## src/source/router_defines.svh

```systemverilog
`ifndef ROUTER_DEFINES_SVH
`define ROUTER_DEFINES_SVH

// ****************************************
// Router geometry and flit field widths
// ****************************************

`define NUM_PORTS 5
`define FLIT_ID_W 3
`define LENGTH_W 12
`define PAYLOAD_W 16
`define FIFO_DEPTH 4

`endif

```

## src/source/arbPkg.sv

```systemverilog
`include "router_defines.svh"

package arbPkg;

  // Input sides in rotation order
  typedef enum logic [2:0] {
    PORT_L = 3'd0,
    PORT_N = 3'd1,
    PORT_E = 3'd2,
    PORT_W = 3'd3,
    PORT_S = 3'd4
  } portId_t;

  // Bit 0 is idle, bit i+1 means input i holds the output
  typedef logic [`NUM_PORTS:0] grantState_t;

  typedef logic [`NUM_PORTS-1:0] portMask_t;

  localparam grantState_t GRANT_IDLE = grantState_t'(1);

endpackage

```

## src/source/flitPkg.sv

```systemverilog
`include "router_defines.svh"

package flitPkg;

  typedef enum logic [`FLIT_ID_W-1:0] {
    HEAD = 3'd1,
    BODY = 3'd2,
    TAIL = 3'd3
  } flitKind_t;

  // Length only carries meaning on a HEAD flit
  typedef struct packed {
    flitKind_t              kind;
    logic [`LENGTH_W-1:0]   length;
    logic [`PAYLOAD_W-1:0]  payload;
  } inFlit_t;

  // Output flit tagged with the input it came from
  typedef struct packed {
    arbPkg::portId_t src;
    inFlit_t         flit;
  } outFlit_t;

endpackage

```

## src/source/flitSwitch.sv

```systemverilog
`timescale 1ns/1ps
`include "router_defines.svh"

module flitSwitch (
  input  arbPkg::grantState_t grant,
  input  arbPkg::portMask_t   headValid,
  input  flitPkg::inFlit_t    headFlit [`NUM_PORTS],
  output logic                outValid,
  input  logic                outReady,
  output flitPkg::outFlit_t   outFlit,
  output arbPkg::portMask_t   pop
);

  logic accepted;

  // Select the granted head and tag it with its source port
  always_comb
  begin
    outValid = 1'b0;
    outFlit = '0;
    for (int i = 0; i < `NUM_PORTS; i++)
    begin
      if (grant[i + 1])
      begin
        outValid = headValid[i];
        outFlit.src = arbPkg::portId_t'(i);
        outFlit.flit = headFlit[i];
      end
    end
  end

  assign accepted = outValid && outReady;

  // Idle grant has no port bits, so nothing pops
  assign pop = accepted ? grant[`NUM_PORTS:1] : '0;

  // Relies on the arbiter keeping its grant one-hot
  popAtMostOne: assert #0 ($onehot0(pop));

endmodule

```

## config.mk

```make
export PLATFORM = sky130hd
export DESIGN_NAME = flitSwitch
export DESIGN_NICKNAME = d
export VERILOG_FILES = /design/src/source/arbPkg.sv /design/src/source/flitPkg.sv /design/src/source/flitSwitch.sv
export VERILOG_INCLUDE_DIRS = /design/src /design/src/source
export SDC_FILE = /design/constraint.sdc
export NUM_CORES = 1
export LEC_CHECK = 0
export ABC_AREA = 1
export BUFFER_PORTS_ARGS = -buffer_cell sky130_fd_sc_hd__clkbuf_2
export CAP_MARGIN = 20
export CORE_AREA = 2 2 81 83
export DETAILED_ROUTE_END_ITERATION = 8
export DIE_AREA = 0 0 83 85
export PLACE_DENSITY_LB_ADDON = 0.12
export SLEW_MARGIN = 20
export SYNTH_ARGS = -nofsm -noshare
export SYNTH_HDL_FRONTEND = slang
export SYNTH_SLANG_ARGS = --single-unit
export TNS_END_PERCENT = 10
```

## constraint.sdc

```tcl
create_clock -name vclk -period 1.4
set_input_delay 0.35 -clock vclk [all_inputs]
set_output_delay 0.35 -clock vclk [all_outputs]
set_load 0.02 [all_outputs]
```

==> summary.txt, run 1 <==
Floorplan
  • Die ar.: 7060 sq um
  • Die width: 83 um
  • Die Y: 85 um
  • # IOs: 207
  • Row count: 29
  • Core area: 6200 sq um
  • Initial Utilization: 0.226

Routing
  • TritonRoute pass-1 iters: 4
  • Routed vias: 2867
  • Detailed Route Iter0 Violations: 56
  • DRC: 0
  • Total Wirelength: 8820 um
  • DR vias/cell: 4.81
  • Post-DRT Antenna Nets: 0
  • DR WL/cell: 14.8 um

Logic synthesis
  • Largest area contributor in the netlist: nand2_1
  • Most numerous cell in the Yosys netlist: nand2_1
  • Syn. warnings: 0
  • Cells after synthesis: 301
  • Top-area cell type share of the netlist area: 0.177
  • Cell area after synthesis: 1400 sq um
  • Synth Area per Inst: 4.65 sq um
  • Top post-synthesis cells by area: nand2_1 18%, nand3_1 17%, nor2_1 16%
  • Synth cell types: 17
  • Syn nets: 468
  • Register area share after synthesis: 0
  • Post-synth top cells: 66 x nand2_1, 59 x nor2_1, 47 x nand3_1, 31 x a21oi_1, 22 x a31oi_1

Power and ir drop
  • Pwr/cell area: 359 nW/um^2
  • Gate power share: 1.000
  • Net Sw Frac: 0.466
  • Peak supply drop: 0.203 mV
  • Flop pwr share: 0
  • Internal power: 0.000748 W
  • Static Leak: 1.85 nW
  • Clk pwr share: 0
  • Net Sw Power: 0.000653 W

Final layout
  • Nets: 688
  • # fillers: 614
  • Multi-input gate area: 1870 sq um
  • Fin util: 0.629
  • Clock buffer cells: 0
  • Layout cells sized above 1: 0.667
  • # diodes: 0
  • Seq Cell Count: 0
  • Layout area overhead: 179%
  • Register area: 0 sq um

Place
  • I/O Buffers: 206
  • GPL Wtd Cong: 0.798
  • Dpl hpwl: 6240 um

Min path
  • Hold EP: pop[4]
  • Worst hold start: headValid[4]
  • Hold crit path type: input pin to output pin
  • Worst hold path depth: 4

STA
  • Fin. Hold Viols: 0
  • Worst-Margin Slew: 0.227 ns
  • Final setup violation count: 37
  • Fmax: 570 MHz
  • Hold slack final: 1.04 ns
  • Final period utilization: 1.25
  • Max Transition Viols Final: 0
  • Final worst path period need: 1.75 ns
  • Slew margin rel.: 0.848
  • RSZ-0062 raised after global routing: true
  • Final WS setup: -0.354 ns

Job
  • Max-cap violations: 0

Status
  • Failing checks: setup timing
  • Status: finished, violations left

Global route
  • Number of global-route vias before repair: 2897
  • Initial antenna violation count: 0
  • Pin count of the biggest net entering global routing: 28
  • Overflow after GRT: 0
  • GR Util All Layers: 0.227
  • First-pass GRT wire length: 13400 um

Setup path
  • Setup CP Type: input pin to output pin
  • CP max FO: 4
  • WP data required: 1.05 ns
  • Worst Setup End Kind: output pin
  • Startpoint types: input pin
  • WP data arrival: 1.40 ns

Clock network
  • Hold_buf cts: 0
-- power by group through the flow --
stage	sequential (W)	clock [W]	combinational, W
6_report	0	0	0.00140
5_1_grt	0	0	0.00149
4_1_cts	0	0	0.00133
3_5_place_dp	0	0	0.00105
3_3_place_gp	0	0	0.00104
2_1_floorplan	0	0	0.000601
-- layout by cell type (no fill, tap or decap), types with 5 or more instances in the layout --
master    synthesis  routed
buf_12            0      10
clkbuf_8          0      13
a21oi_1          31      22
nor2_4            0      12
nand3_2           0      12
nor2_1           59      45
nand3_1          47      35
and2_4            0      22
a31oi_4           0      22
buf_8             0      18
nand2_1          66      55
clkbuf_2          0     169
a21oi_2           0       9
buf_4             6      18
buf_6             0       9
nand2_2           1       9
nor2_2            3       5
inv_1            15      11
-- worst max-delay path by stage --
stage          slack, ns  depth (start not counted)     endpoint      from
2_1_floorplan      -0.11                          7  outFlit[14]  grant[2]
3_3_place_gp       -0.40                          9       pop[0]  grant[4]
3_5_place_dp       -0.44                          8  outFlit[23]  grant[3]
4_1_cts            -0.35                         10  outFlit[15]  grant[4]
5_1_grt            -0.41                         10  outFlit[26]  grant[2]
6_report           -0.35                         10  outFlit[15]  grant[3]
-- worst max-delay path: stages --
cell	delay, ns
clkbuf_16	0.12
inv_4	0.04
nor2_4	0.15
buf_6	0.16
buf_12	0.11
nand2_1	0.04
nand2_1	0.07
nor2_2	0.05
a21oi_2	0.15
clkbuf_8	0.16
-- logic make-up after synthesis --
kind of cell    Yosys count  share of synthesized area
buf+inv                  41                      0.139
compound gates           62                      0.241
simple gates            198                      0.619
-- area by class of cell --
type                            instances  area share
Multi-Input combinational cell        261       0.481
Timing Repair Buffer                  242       0.477
Tap cell                               77      0.0247
Inverter                               16      0.0173
-- stage by stage --
stage / std cells / total power (W) / TNS, ns / worst slack [ns] / instance area, sq um
floorplan: 301 / 0.000601 / -3.11 / -0.106 / 1880
global placement: 584 / 0.00104 / -13.71 / -0.398 / 3130
global route: 596 / 0.00149 / -13.46 / -0.412 / 3900
detailed placement: 584 / 0.00105 / -14.20 / -0.440 / 3130
finish: 596 / 0.00140 / -11.31 / -0.354 / 3900
CTS: 594 / 0.00133 / -11.57 / -0.353 / 3750
-- routing by layer --
metal / wire [um] / GRT usage / vias to the layer above
met5: 0 / 0 / -
met4: 147 / 0.0492 / 0
met3: 623 / 0.0409 / 12
met2: 4770 / 0.451 / 133
met1: 3280 / 0.249 / 1285
li1: - / - / 1437
-- repair_timing --
item	4_1_cts	5_1_grt
pin swaps	11	16
cloned	5	2
setup endpoints to repair	38	37
buffers inserted	5	2
gates resized for setup	127	62
Note: power is estimated with default switching activity, not from simulation.
==> inputs of run 2 (changes only) <==
==> constraint.sdc (replaced) <==
create_clock -name vclk -period 1.4
set_input_delay 0.35 -clock vclk [all_inputs]
set_output_delay 0.35 -clock vclk [all_outputs]
set_load 0.1 [all_outputs]
==> summary.txt, run 2 (synthesis gave the netlist of run 1 again) <==
Status
  • Status: finished, violations left (unchanged)
  • Failing checks: setup timing (unchanged)

Setup path
  • Worst Setup End Kind: output pin (unchanged)
  • CP peak stage delay: 0.23 ns (was 0.16 ns)
  • CP max FO: 7 (was 4)
  • Crit path launch: grant[3] (unchanged)
  • Startpoint types: input pin (unchanged)
  • Crit. path cell count: 7 (was 10)
  • CP max-delay cell: a31oi_4 (was buf_6)
  • WP data arrival: 1.48 ns (was 1.40 ns)
  • WP data required: 1.05 ns (about the same)
  • Setup CP Type: input pin to output pin (unchanged)
  • Critical path's most frequent cell: buf_12 (was nand2_1)
  • Top Family by Delay on Critical Path: buffers and inverters (unchanged)
  • Worst Setup EP: outFlit[1] (was outFlit[15])
  • Worst path bufs/invs: 4 (was 5)
  • Worst-path cell chain: clkbuf_16 > nor2_4 > buf_12 > buf_12 > nand3_4 > a31oi_4 > buf_12 (was clkbuf_16 > inv_4 > nor2_4 > buf_6 > buf_12 > nand2_1 > nand2_1 > nor2_2 > a21oi_2 > clkbuf_8)

Global route
  • First-pass GRT wire length: 14000 um (was 13400 um)
  • Overflow after GRT: 0 (unchanged)
  • GR Util All Layers: 0.236 (was 0.227)
  • Pin count of the biggest net entering global routing: 24 (was 28)
  • Number of global-route vias before repair: 3114 (was 2897)
  • Initial antenna violation count: 0 (unchanged)

STA
  • Hold slack final: 1.07 ns (was 1.04 ns)
  • Final setup TNS: -14.52 ns (was -11.31 ns)
  • Final period utilization: 1.31 (was 1.25)
  • Slew margin rel.: 0.843 (was 0.848)
  • Final setup violation count: 38 (was 37)
  • Fin. Hold Viols: 0 (unchanged)
  • Worst-Margin Slew: 0.235 ns (was 0.227 ns)
  • Final WS setup: -0.430 ns (was -0.354 ns)
  • RSZ-0062 raised after global routing: true (unchanged)
  • Max Transition Viols Final: 0 (unchanged)
  • Final worst path period need: 1.83 ns (was 1.75 ns)
  • Fmax: 547 MHz (was 570 MHz)

Final layout
  • Nets: 697 (was 688)
  • Layout area overhead: 213% (was 179%)
  • Most frequent cells in the layout: 162 x clkbuf_2, 57 x nand2_1, 47 x nor2_1 (was 169 x clkbuf_2, 55 x nand2_1, 45 x nor2_1)
  • Clock buffer cells: 0 (unchanged)
  • # diodes: 0 (unchanged)
  • Layout cells sized above 1: 0.676 (was 0.667)
  • Seq Cell Count: 0 (unchanged)
  • Commonest non-fill, non-tap cell in the layout: clkbuf_2 (unchanged)
  • Register area: 0 sq um (unchanged)
  • # fillers: 511 (was 614)

Power and ir drop
  • Net Sw Power: 0.00134 W (was 0.000653 W)
  • Internal power: 0.000940 W (was 0.000748 W)
  • Static Leak: 2.01 nW (was 1.85 nW)
  • Gate power share: 1.000 (about the same)
  • Pwr/cell area: 520 nW/um^2 (was 359 nW/um^2)
  • Design Power: 0.00228 W (was 0.00140 W)
  • Flop pwr share: 0 (about the same)
  • Peak supply drop: 0.347 mV (was 0.203 mV)
  • Clk pwr share: 0 (about the same)
  • Net Sw Frac: 0.587 (was 0.466)

Routing
  • Post-DRT Antenna Nets: 0 (unchanged)
  • DR vias/cell: 4.94 (was 4.81)
  • DRC: 0 (unchanged)
  • TritonRoute pass-1 iters: 4 (unchanged)
  • Routed vias: 2987 (was 2867)
  • Total Wirelength: 9290 um (was 8820 um)
  • DR WL/cell: 15.3 um (was 14.8 um)
  • Detailed Route Iter0 Violations: 79 (was 56)

Floorplan
  • Core area: 6200 sq um (unchanged)
  • Die width: 83 um (unchanged)
  • Row count: 29 (unchanged)
  • Initial Utilization: 0.226 (unchanged)
  • Die ar.: 7060 sq um (unchanged)
  • Die Y: 85 um (unchanged)
  • # IOs: 207 (unchanged)

Min path
  • Worst hold path depth: 4 (unchanged)
  • Hold crit path type: input pin to output pin (unchanged)

Job
  • Max-cap violations: 0 (unchanged)

Place
  • I/O Buffers: 206 (unchanged)
  • Dpl hpwl: 6940 um (was 6240 um)
  • GPL Wtd Cong: 0.863 (was 0.798)
## run 2: cell types whose count changed in the layout (fill, tap and decap cells not counted), moves of 11 or more
cell      before  now
nand3_2       12   25
buf_8         18    7
nand3_1       35   20
clkbuf_8      13    0
buf_12        10   46
and2_4        22   11
## run 2: repair_timing
action | in CTS | in global routing
pin swaps | 21 | 28
resized for setup | 51 | 71
buffers inserted | 6 | 10
setup endpoints to repair | 39 | 39
hold buffers | 0 | 0
cloned | 2 | 3
## run 2: metrics by stage
stage / area (sq um) / setup slack (ns) / cells / utilization
after floorplan: 1960 / -0.525 / 301 / -
final: 4380 / -0.430 / 605 / 0.705
after detailed placement: 3770 / -0.489 / 586 / 0.608
after global routing: 4380 / -0.465 / 605 / 0.705
after CTS: 4020 / -0.446 / 594 / 0.648
after global placement: 3770 / -0.455 / 586 / 0.608
## run 2: worst min path at each step
stage | endpoint | slack, ns | from
floorplan | pop[1] | 0.89 | outReady
global placement | pop[4] | 1.09 | headValid[4]
detailed placement | pop[4] | 1.10 | headValid[4]
CTS | pop[4] | 1.09 | headValid[4]
global route | pop[4] | 1.10 | headValid[4]
finish | pop[4] | 1.07 | headValid[4]
## run 2: final cells by class
class / instances / area (sq um) / area share
inverter: 16 / 67.6 / 0.0154
multi-input combinational: 260 / 1960 / 0.449
tap: 77 / 96.3 / 0.0220
timing repair buffer: 252 / 2250 / 0.514
## run 2: tightest hold or removal path, stage by stage
cell and delay, ns:
clkbuf_2 0.10, nand3_2 0.07, inv_2 0.04, buf_12 0.15
## run 2: power by group through the flow
stage / sequential (W) / clock, W / combinational (W)
detailed placement: 0 / 0 / 0.00208
global route: 0 / 0 / 0.00237
finish: 0 / 0 / 0.00228
CTS: 0 / 0 / 0.00216
floorplan: 0 / 0 / 0.00126
global placement: 0 / 0 / 0.00206
## run 2: layer usage
| layer | vias up | global-route usage | part of all wire |
|---|---|---|---|
| li1 | 1455 | - | - |
| met1 | 1371 | 0.248 | 0.36 |
| met2 | 149 | 0.489 | 0.55 |
| met3 | 12 | 0.0350 | 0.073 |
| met4 | 0 | 0.0492 | 0.017 |
| met5 | - | 0 | 0 |
