## src/source/router_defines.svh

```systemverilog
`ifndef ROUTER_DEFINES_SVH
`define ROUTER_DEFINES_SVH

// ****************************************
// Router geometry and flit field widths
// ****************************************

`define NUM_PORTS 5
`define FLIT_ID_W 3
`define LENGTH_W 12
`define PAYLOAD_W 16
`define FIFO_DEPTH 4

`endif

```

## src/source/arbPkg.sv

```systemverilog
`include "router_defines.svh"

package arbPkg;

  // Input sides in rotation order
  typedef enum logic [2:0] {
    PORT_L = 3'd0,
    PORT_N = 3'd1,
    PORT_E = 3'd2,
    PORT_W = 3'd3,
    PORT_S = 3'd4
  } portId_t;

  // Bit 0 is idle, bit i+1 means input i holds the output
  typedef logic [`NUM_PORTS:0] grantState_t;

  typedef logic [`NUM_PORTS-1:0] portMask_t;

  localparam grantState_t GRANT_IDLE = grantState_t'(1);

endpackage

```

## src/source/flitPkg.sv

```systemverilog
`include "router_defines.svh"

package flitPkg;

  typedef enum logic [`FLIT_ID_W-1:0] {
    HEAD = 3'd1,
    BODY = 3'd2,
    TAIL = 3'd3
  } flitKind_t;

  // Length only carries meaning on a HEAD flit
  typedef struct packed {
    flitKind_t              kind;
    logic [`LENGTH_W-1:0]   length;
    logic [`PAYLOAD_W-1:0]  payload;
  } inFlit_t;

  // Output flit tagged with the input it came from
  typedef struct packed {
    arbPkg::portId_t src;
    inFlit_t         flit;
  } outFlit_t;

endpackage

```

## src/source/flitFifo.sv

```systemverilog
`timescale 1ns/1ps
`include "router_defines.svh"

module flitFifo #(
  parameter int DEPTH = `FIFO_DEPTH
) (
  input  logic              clk,
  input  logic              rst,
  input  logic              inValid,
  output logic              inReady,
  input  flitPkg::inFlit_t  inFlit,
  output logic              headValid,
  output flitPkg::inFlit_t  headFlit,
  input  logic              pop
);

  localparam int PTR_W = (DEPTH > 1) ? $clog2(DEPTH) : 1;
  localparam int CNT_W = $clog2(DEPTH + 1);

  flitPkg::inFlit_t mem [DEPTH];
  logic [PTR_W-1:0] wrPtr;
  logic [PTR_W-1:0] rdPtr;
  logic [CNT_W-1:0] count;
  logic push;

  function automatic logic [PTR_W-1:0] nextPtr(input logic [PTR_W-1:0] ptr);
    if (ptr == PTR_W'(DEPTH - 1))
      return '0;
    return ptr + 1'b1;
  endfunction

  assign inReady = (count != CNT_W'(DEPTH));
  assign push = inValid && inReady;
  assign headValid = (count != '0);
  assign headFlit = mem[rdPtr];

  always_ff @(posedge clk)
  begin
    if (push)
      mem[wrPtr] <= inFlit;
  end

  always_ff @(posedge clk)
  begin
    if (rst)
    begin
      wrPtr <= '0;
      rdPtr <= '0;
      count <= '0;
    end
    else
    begin
      if (push)
        wrPtr <= nextPtr(wrPtr);
      if (pop)
        rdPtr <= nextPtr(rdPtr);
      // Simultaneous push and pop leaves the count alone
      if (push && !pop)
        count <= count + 1'b1;
      else if (pop && !push)
        count <= count - 1'b1;
    end
  end

  // The switch must only pop a head that is there
  popNotEmpty: assert property (@(posedge clk) disable iff (rst) pop |-> headValid);

  countInRange: assert property (@(posedge clk) disable iff (rst) count <= CNT_W'(DEPTH));

endmodule

```

## config.mk

```make
export PLATFORM = sky130hd
export DESIGN_NAME = flitFifo
export DESIGN_NICKNAME = d
export VERILOG_FILES = /design/src/source/arbPkg.sv /design/src/source/flitPkg.sv /design/src/source/flitFifo.sv
export VERILOG_INCLUDE_DIRS = /design/src /design/src/source
export SDC_FILE = /design/constraint.sdc
export NUM_CORES = 1
export LEC_CHECK = 0
export CAP_MARGIN = 10
export CELL_PAD_IN_SITES_DETAIL_PLACEMENT = 0
export CELL_PAD_IN_SITES_GLOBAL_PLACEMENT = 1
export CORE_MARGIN = 3
export CORE_UTILIZATION = 46
export DETAILED_ROUTE_END_ITERATION = 8
export DONT_BUFFER_PORTS = 1
export PLACE_DENSITY_LB_ADDON = 0.1
export SYNTH_ARGS = -nofsm -noshare
export SYNTH_HDL_FRONTEND = slang
export SYNTH_SLANG_ARGS = --single-unit
export TNS_END_PERCENT = 50
```

## constraint.sdc

```tcl
create_clock -name clk -period 3.17 [get_ports clk]
set_input_delay 0.634 -clock clk [delete_from_list [all_inputs] [get_ports clk]]
set_output_delay 0.634 -clock clk [all_outputs]
set_load 0.05 [all_outputs]
```

==> results of run 1 <==
stage by stage:
stage	hold slack (ns)	total power (uW)
global route	0.149	5270
finish	0.185	5090
detailed placement	0.529	2930
global placement	0.466	2890
CTS	0.151	5140
floorplan	0.461	2820
layer usage:
metal | global-route usage [%] | share of wire (%) | vias to the layer above
met1 | 17.9 | 38 | 1072
met2 | 25.5 | 52 | 62
met5 | 0 | 0 | -
li1 | - | - | 894
met4 | 6.86 | 1.2 | 0
met3 | 8.57 | 8.1 | 13
synthesized netlist by cell type:
master,count
a21oi_1,2
and2_4,1
and3_2,4
buf_1,3
buf_4,3
buf_6,1
clkbuf_1,1
dfxtp_1,9
edfxtp_1,124
fa_1,1
ha_1,6
inv_1,4
mux2i_1,3
mux4_2,31
nand2b_1,2
nand3_1,1
nor2_1,4
nor3_1,1
nor3b_1,1
o21ai_0,1
o31ai_2,1
or3_2,2
or3b_1,1
xor2_1,2
power groups by stage:
stage	Combinational [uW]	Sequential (uW)	Clock [uW]
6_report	696	2180	2210
5_1_grt	739	2200	2330
4_1_cts	711	2190	2250
3_5_place_dp	710	2220	0
3_3_place_gp	686	2210	0
2_1_floorplan	638	2180	0
flip-flops by register name, summed over array words and instances (netlist names), named ones only:
name,count
count,3
rdPtr,2
mem,124
wrPtr,2
worst max path at each step:
stage,slack (ns),to
global placement,0.89,headFlit[24]
global route,0.19,headFlit[8]
CTS,0.28,headFlit[8]
floorplan,0.98,count[2]$_SDFFE_PP0P_
finish,0.37,headFlit[6]
detailed placement,0.85,headFlit[8]
logic make-up (layout without fill, tap and decap cells):
group | Yosys count | count (layout) | share of synthesized area, %
adder cells (fa/ha/maj) | 7 | 7 | 1.92
buffers and inverters | 12 | 38 | 1.29
XOR/XNOR | 2 | 2 | 0.354
flip-flops | 133 | 133 | 79.0
multiplexers | 34 | 34 | 14.7
AO/OA/AOI/OAI | 4 | 4 | 0.557
AND/OR/NAND/NOR | 17 | 17 | 2.18
cell type report:
class | count | share of cell area (%)
Inverter | 4 | 0.260
Tap cell | 136 | 2.95
Multi-Input combinational cell | 64 | 16.9
Clock buffer | 18 | 7.25
Clock inverter | 14 | 4.43
Sequential cell | 133 | 67.7
Timing Repair Buffer | 2 | 0.477
==> impl_metrics.py, run 1 <==
metrics = {
    "global_route": {
        "antenna_found_initial": 0,
        "grt_remaining_overflow": 0,
        "grt_pass1_wl_microns": 13200,
        "grt_max_degree": 32,
        "grt_pass1_vias": 2335,
        "track_usage_pct": 16.0,
    },
    "setup_path": {
        "cp-start-kind": "flip-flop",
        "crit_path_end_kind": "output port",
        "max_stage_delay_ns": 0.69,
        "worstPathCellList": "buf_12, mux4_2",
        "worstSetupPathDepth": 2,
        "rr_startpoint": "count[0]$_SDFFE_PP0P_",
        "path_class": "flip-flop to output port",
        "crit_slowest_cell": "dfxtp_2",
        "crit_family": "flip-flops",
        "cp_max_fo": 17,
        "required_ns": 2.54,
        "worstPathArrival_ns": 2.17,
        "r2r-end": "count[2]$_SDFFE_PP0P_",
        "path_buf_inv": 1,
        "r2r_cells": 8,
        "r2r_slack_ns": 0.92,
    },
    "clock_network": {
        "clockBufferDepth": 2,
        "path_clk_slew_ns": 0.06,
        "cts_resized": 0,
        "insertion_delay_ns": 0.51,
        "clkSinkCount": 133,
        "cts_setup_buffers": 0,
        "clock-root-buffer": "clkbuf_8",
        "cts_buffers": 17,
        "postCtsHoldBufs": 0,
        "cts_tree": "yes",
        "cts-htree-levels": 4,
    },
    "detailed_routing": {
        "drc": 0,
        "post_drt_wl_per_cell_microns": 23.1,
        "first_pass_iters": 4,
        "drtAntennaViolNets": 0,
        "via_per_inst": 5.50,
        "vias": 2041,
        "wl_microns": 8560,
        "initialDrtViolationCount": 151,
    },
    "min_path": {
        "hp-class": "primary input to flip-flop",
        "min_to": "count[0]$_SDFFE_PP0P_",
        "hold_depth": 1,
        "hp-start": "rst",
    },
    "final_layout": {
        "multi_input_area_sq_um": 976,
        "post_layout_nonfiller_instances": 371,
        "final_common_cell": "edfxtp_1",
        "regArea_sq_mm": 0.00391,
        "fillers": 769,
        "areaGrowthSynthToFinish_pct": 16.7,
        "diodes": 0,
        "final_area_sq_mm": 0.00577,
        "layout-drive-gt1-share_pct": 30.6,
        "nNetsFinal": 264,
        "utilization_pct": 55.6,
        "final_cell_mix": "124 x edfxtp_1, 31 x mux4_2, 16 x clkbuf_16",
    },
    "yosys": {
        "ys.warnings.count": 0,
        "syn_area_per_cell_sq_um": 23.7,
        "synth_largest_area_cell": "edfxtp_1",
        "ys_types": 24,
        "postSynthCellCount": 209,
        "synth.net_count": 251,
        "synth.area.top_cells": "edfxtp_1 75%, mux4_2 14%, dfxtp_1 3.6%",
        "ys_seq_elements": 133,
        "synth.top_cell.area_share_pct": 75.3,
        "synth_area_sq_mm": 0.00494,
        "ys_seq_area_share_pct": 79.0,
    },
    "placed_design": {
        "dp_hpwl_microns": 5140,
        "post-place-cells": 339,
        "routabilityCongestion": 0.644,
        "io_buffers": 0,
        "dpl_worst_slack_ns": 0.848,
        "placed_area_sq_mm": 0.00509,
    },
    "pwr": {
        "power.share.clock_pct": 43.4,
        "ir_worst_vdd_mv": 0.618,
        "p_per_area_mw_per_mm2": 882,
        "p_switching_uw": 1290,
        "seq_power_share_pct": 42.9,
        "leakagePower_uw": 0.00187,
        "swShare_pct": 25.3,
        "combPwrFrac_pct": 13.7,
        "p_int_uw": 3800,
    },
    "sta": {
        "fmax_mhz": 357,
        "finalCritPeriodShare_pct": 88.4,
        "finalHoldViolCount": 0,
        "skew_ns": 0.00858,
        "setup_ws_ns": 0.367,
        "period_needed_ns": 2.80,
        "worst_pin_slew_ns": 0.883,
        "setup_tns_ns": 0,
        "setup_viol": 0,
        "slew_headroom_pct": 41.1,
        "drv_slew": 0,
        "rsz0062_at_grt": "no",
    },
    "floorplan": {
        "io_pins": 68,
        "die_w_microns": 110,
        "rows": 37,
        "die_area_sq_mm": 0.0120,
        "die_h_microns": 110,
        "start_util_pct": 47.7,
        "core_sq_mm": 0.0104,
    },
    "flow_run": {
        "drv_cap": 0,
    },
    "status": {
        "status": "completed",
    },
}
Note: power is estimated with default switching activity, not from simulation.
==> inputs of run 2 (changes only) <==
--- a/config.mk
+++ b/config.mk
@@ -14,6 +14,7 @@
 export DETAILED_ROUTE_END_ITERATION = 8
 export DONT_BUFFER_PORTS = 1
 export PLACE_DENSITY_LB_ADDON = 0.1
+export SKIP_LAST_GASP = 1
 export SYNTH_ARGS = -nofsm -noshare
 export SYNTH_HDL_FRONTEND = slang
 export SYNTH_SLANG_ARGS = --single-unit
==> constraint.sdc (replaced) <==
create_clock -name clk -period 2.93 [get_ports clk]
set_input_delay 0.586 -clock clk [delete_from_list [all_inputs] [get_ports clk]]
set_output_delay 0.586 -clock clk [all_outputs]
set_load 0.05 [all_outputs]
==> impl_metrics.py, run 2 (synthesis results as in run 1) <==
metrics = {
    "status": {
        "status": "completed",
    },
    "floorplan": {
        "die_area_sq_mm": 0.0120,
        "die_w_microns": 110,
        "io_pins": 68,
        "rows": 37,
        "core_sq_mm": 0.0104,
        "start_util_pct": 47.7,
        "die_h_microns": 110,
    },
    "sta": {
        "rsz0062_at_grt": "no",
        "finalCritPeriodShare_pct": 84.3,
        "worst_pin_slew_ns": 0.485,
        "setup_tns_ns": 0,
        "period_needed_ns": 2.47,
        "setup_viol": 0,
        "finalHoldViolCount": 0,
        "slew_headroom_pct": 67.7,
        "skew_ns": 0.00463,
        "fmax_mhz": 405,
        "drv_slew": 0,
    },
    "final_layout": {
        "diodes": 0,
        "final_common_cell": "edfxtp_1",
        "max_flop_register": "mem",
        "utilization_pct": 55.0,
        "post_layout_nonfiller_instances": 376,
        "largest_reg_flops": 124,
        "fillers": 789,
        "nNetsFinal": 270,
        "top_regs": "mem: 124 flops, count: 3 flops",
        "final_cell_mix": "124 x edfxtp_1, 31 x mux4_2, 16 x clkbuf_16",
        "areaGrowthSynthToFinish_pct": 15.3,
        "final_area_sq_mm": 0.00570,
        "layout-drive-gt1-share_pct": 30.8,
    },
    "placed_design": {
        "post-place-cells": 345,
        "dp_hpwl_microns": 5360,
        "io_buffers": 0,
        "routabilityCongestion": 0.631,
        "placed_area_sq_mm": 0.00519,
    },
    "setup_path": {
        "worstPathCellList": "buf_4, mux4_2",
        "path_class": "flip-flop to output port",
        "worstPathArrival_ns": 1.88,
        "crit_family": "multiplexers",
        "crit_path_end_kind": "output port",
        "crit_slowest_cell": "mux4_2",
        "r2r_slack_ns": 0.74,
        "rr_startpoint": "count[0]$_SDFFE_PP0P_",
        "cp_max_fo": 17,
        "required_ns": 2.34,
        "r2r-end": "count[2]$_SDFFE_PP0P_",
        "cp-start-kind": "flip-flop",
        "r2r_cells": 8,
        "path_buf_inv": 1,
        "max_stage_delay_ns": 0.73,
    },
    "flow_run": {
        "drv_cap": 0,
    },
    "clock_network": {
        "clock-root-buffer": "clkbuf_8",
        "cts_resized": 0,
        "path_clk_slew_ns": 0.06,
        "cts_tree": "yes",
        "cts_setup_buffers": 0,
        "clockBufferDepth": 2,
        "cts-htree-levels": 4,
        "postCtsHoldBufs": 0,
        "insertion_delay_ns": 0.49,
        "cts_buffers": 17,
        "clkSinkCount": 133,
    },
    "pwr": {
        "power.share.clock_pct": 36.2,
        "swShare_pct": 27.0,
        "power_uw": 4930,
        "leakagePower_uw": 0.00184,
        "p_per_area_mw_per_mm2": 866,
        "p_switching_uw": 1330,
        "p_int_uw": 3600,
        "seq_power_share_pct": 47.5,
        "ir_worst_vdd_mv": 0.393,
        "combPwrFrac_pct": 16.3,
    },
    "min_path": {
        "hp-class": "primary input to flip-flop",
        "hp-start": "rst",
        "min_to": "count[1]$_SDFFE_PP0P_",
        "hold_depth": 1,
    },
    "detailed_routing": {
        "drc": 0,
        "initialDrtViolationCount": 87,
        "vias": 2070,
        "post_drt_wl_per_cell_microns": 21.8,
        "first_pass_iters": 6,
        "drtAntennaViolNets": 0,
        "via_per_inst": 5.51,
        "wl_microns": 8200,
    },
    "global_route": {
        "antenna_found_initial": 0,
        "grt_pass1_wl_microns": 12600,
        "grt_remaining_overflow": 0,
        "grt_max_degree": 18,
        "track_usage_pct": 14.8,
        "grt_pass1_vias": 2295,
    },
}
[run 2: cell types whose count changed in the layout (fill, tap and decap cells not counted), sizes merged]
cell / change
buf: +6
bufinv: -6
clkbuf: +1
clkinv: +4
[run 2: power groups by stage]
stage | sequential, uW | combinational (uW) | clock (uW)
after detailed placement | 2380 | 818 | 0
final | 2340 | 805 | 1780
after global placement | 2360 | 798 | 0
after CTS | 2350 | 820 | 1830
after floorplan | 2360 | 691 | 0
after global routing | 2360 | 848 | 1910
[run 2: layer usage]
| metal | track usage (%) | part of all wire [%] | up-vias |
|---|---|---|---|
| met3 | 7.46 | 8.7 | 5 |
| met1 | 15.9 | 37 | 1084 |
| met4 | 4.90 | 0.55 | 0 |
| met2 | 25.4 | 54 | 72 |
| li1 | - | - | 909 |
| met5 | 0 | 0 | - |
[run 2: worst max path at each step]
stage	start	end	cells after the start	slack, ns
global placement	inValid	count[2]$_SDFFE_PP0P_	7	0.85
floorplan	count[0]$_SDFFE_PP0P_	count[2]$_SDFFE_PP0P_	9	0.74
global route	flip-flop	headFlit[13]	2	0.35
detailed placement	inValid	count[2]$_SDFFE_PP0P_	7	0.75
CTS	flip-flop	headFlit[24]	2	0.40
finish	flip-flop	headFlit[13]	2	0.46
[run 2: per-stage QoR]
step	setup WS, ns	hold slack, ns
after floorplan	0.741	0.461
after global placement	0.850	0.465
after detailed placement	0.752	0.523
after CTS	0.400	0.131
after global routing	0.349	0.124
final	0.459	0.159
[run 2: worst reg2reg max path: stages, from the launching register on]
cell and delay [ns]:
dfxtp_1 0.40, or3b_1 0.17, and2_4 0.17, ha_1 0.18, inv_1 0.06, fa_1 0.38, xor2_1 0.19, or3_2 0.40
a21oi_1 0.16
[run 2: area by class of cell]
| type | instances | area (sq um) | area share (%) |
|---|---|---|---|
| flip-flops and latches | 133 | 3910 | 68.5 |
| clock buffers | 19 | 422 | 7.40 |
| well taps | 136 | 170 | 2.99 |
| inverters | 4 | 15.0 | 0.263 |
| repair buffers | 8 | 123 | 2.15 |
| multi-input cells | 64 | 976 | 17.1 |
| clock inverters | 12 | 88.8 | 1.56 |
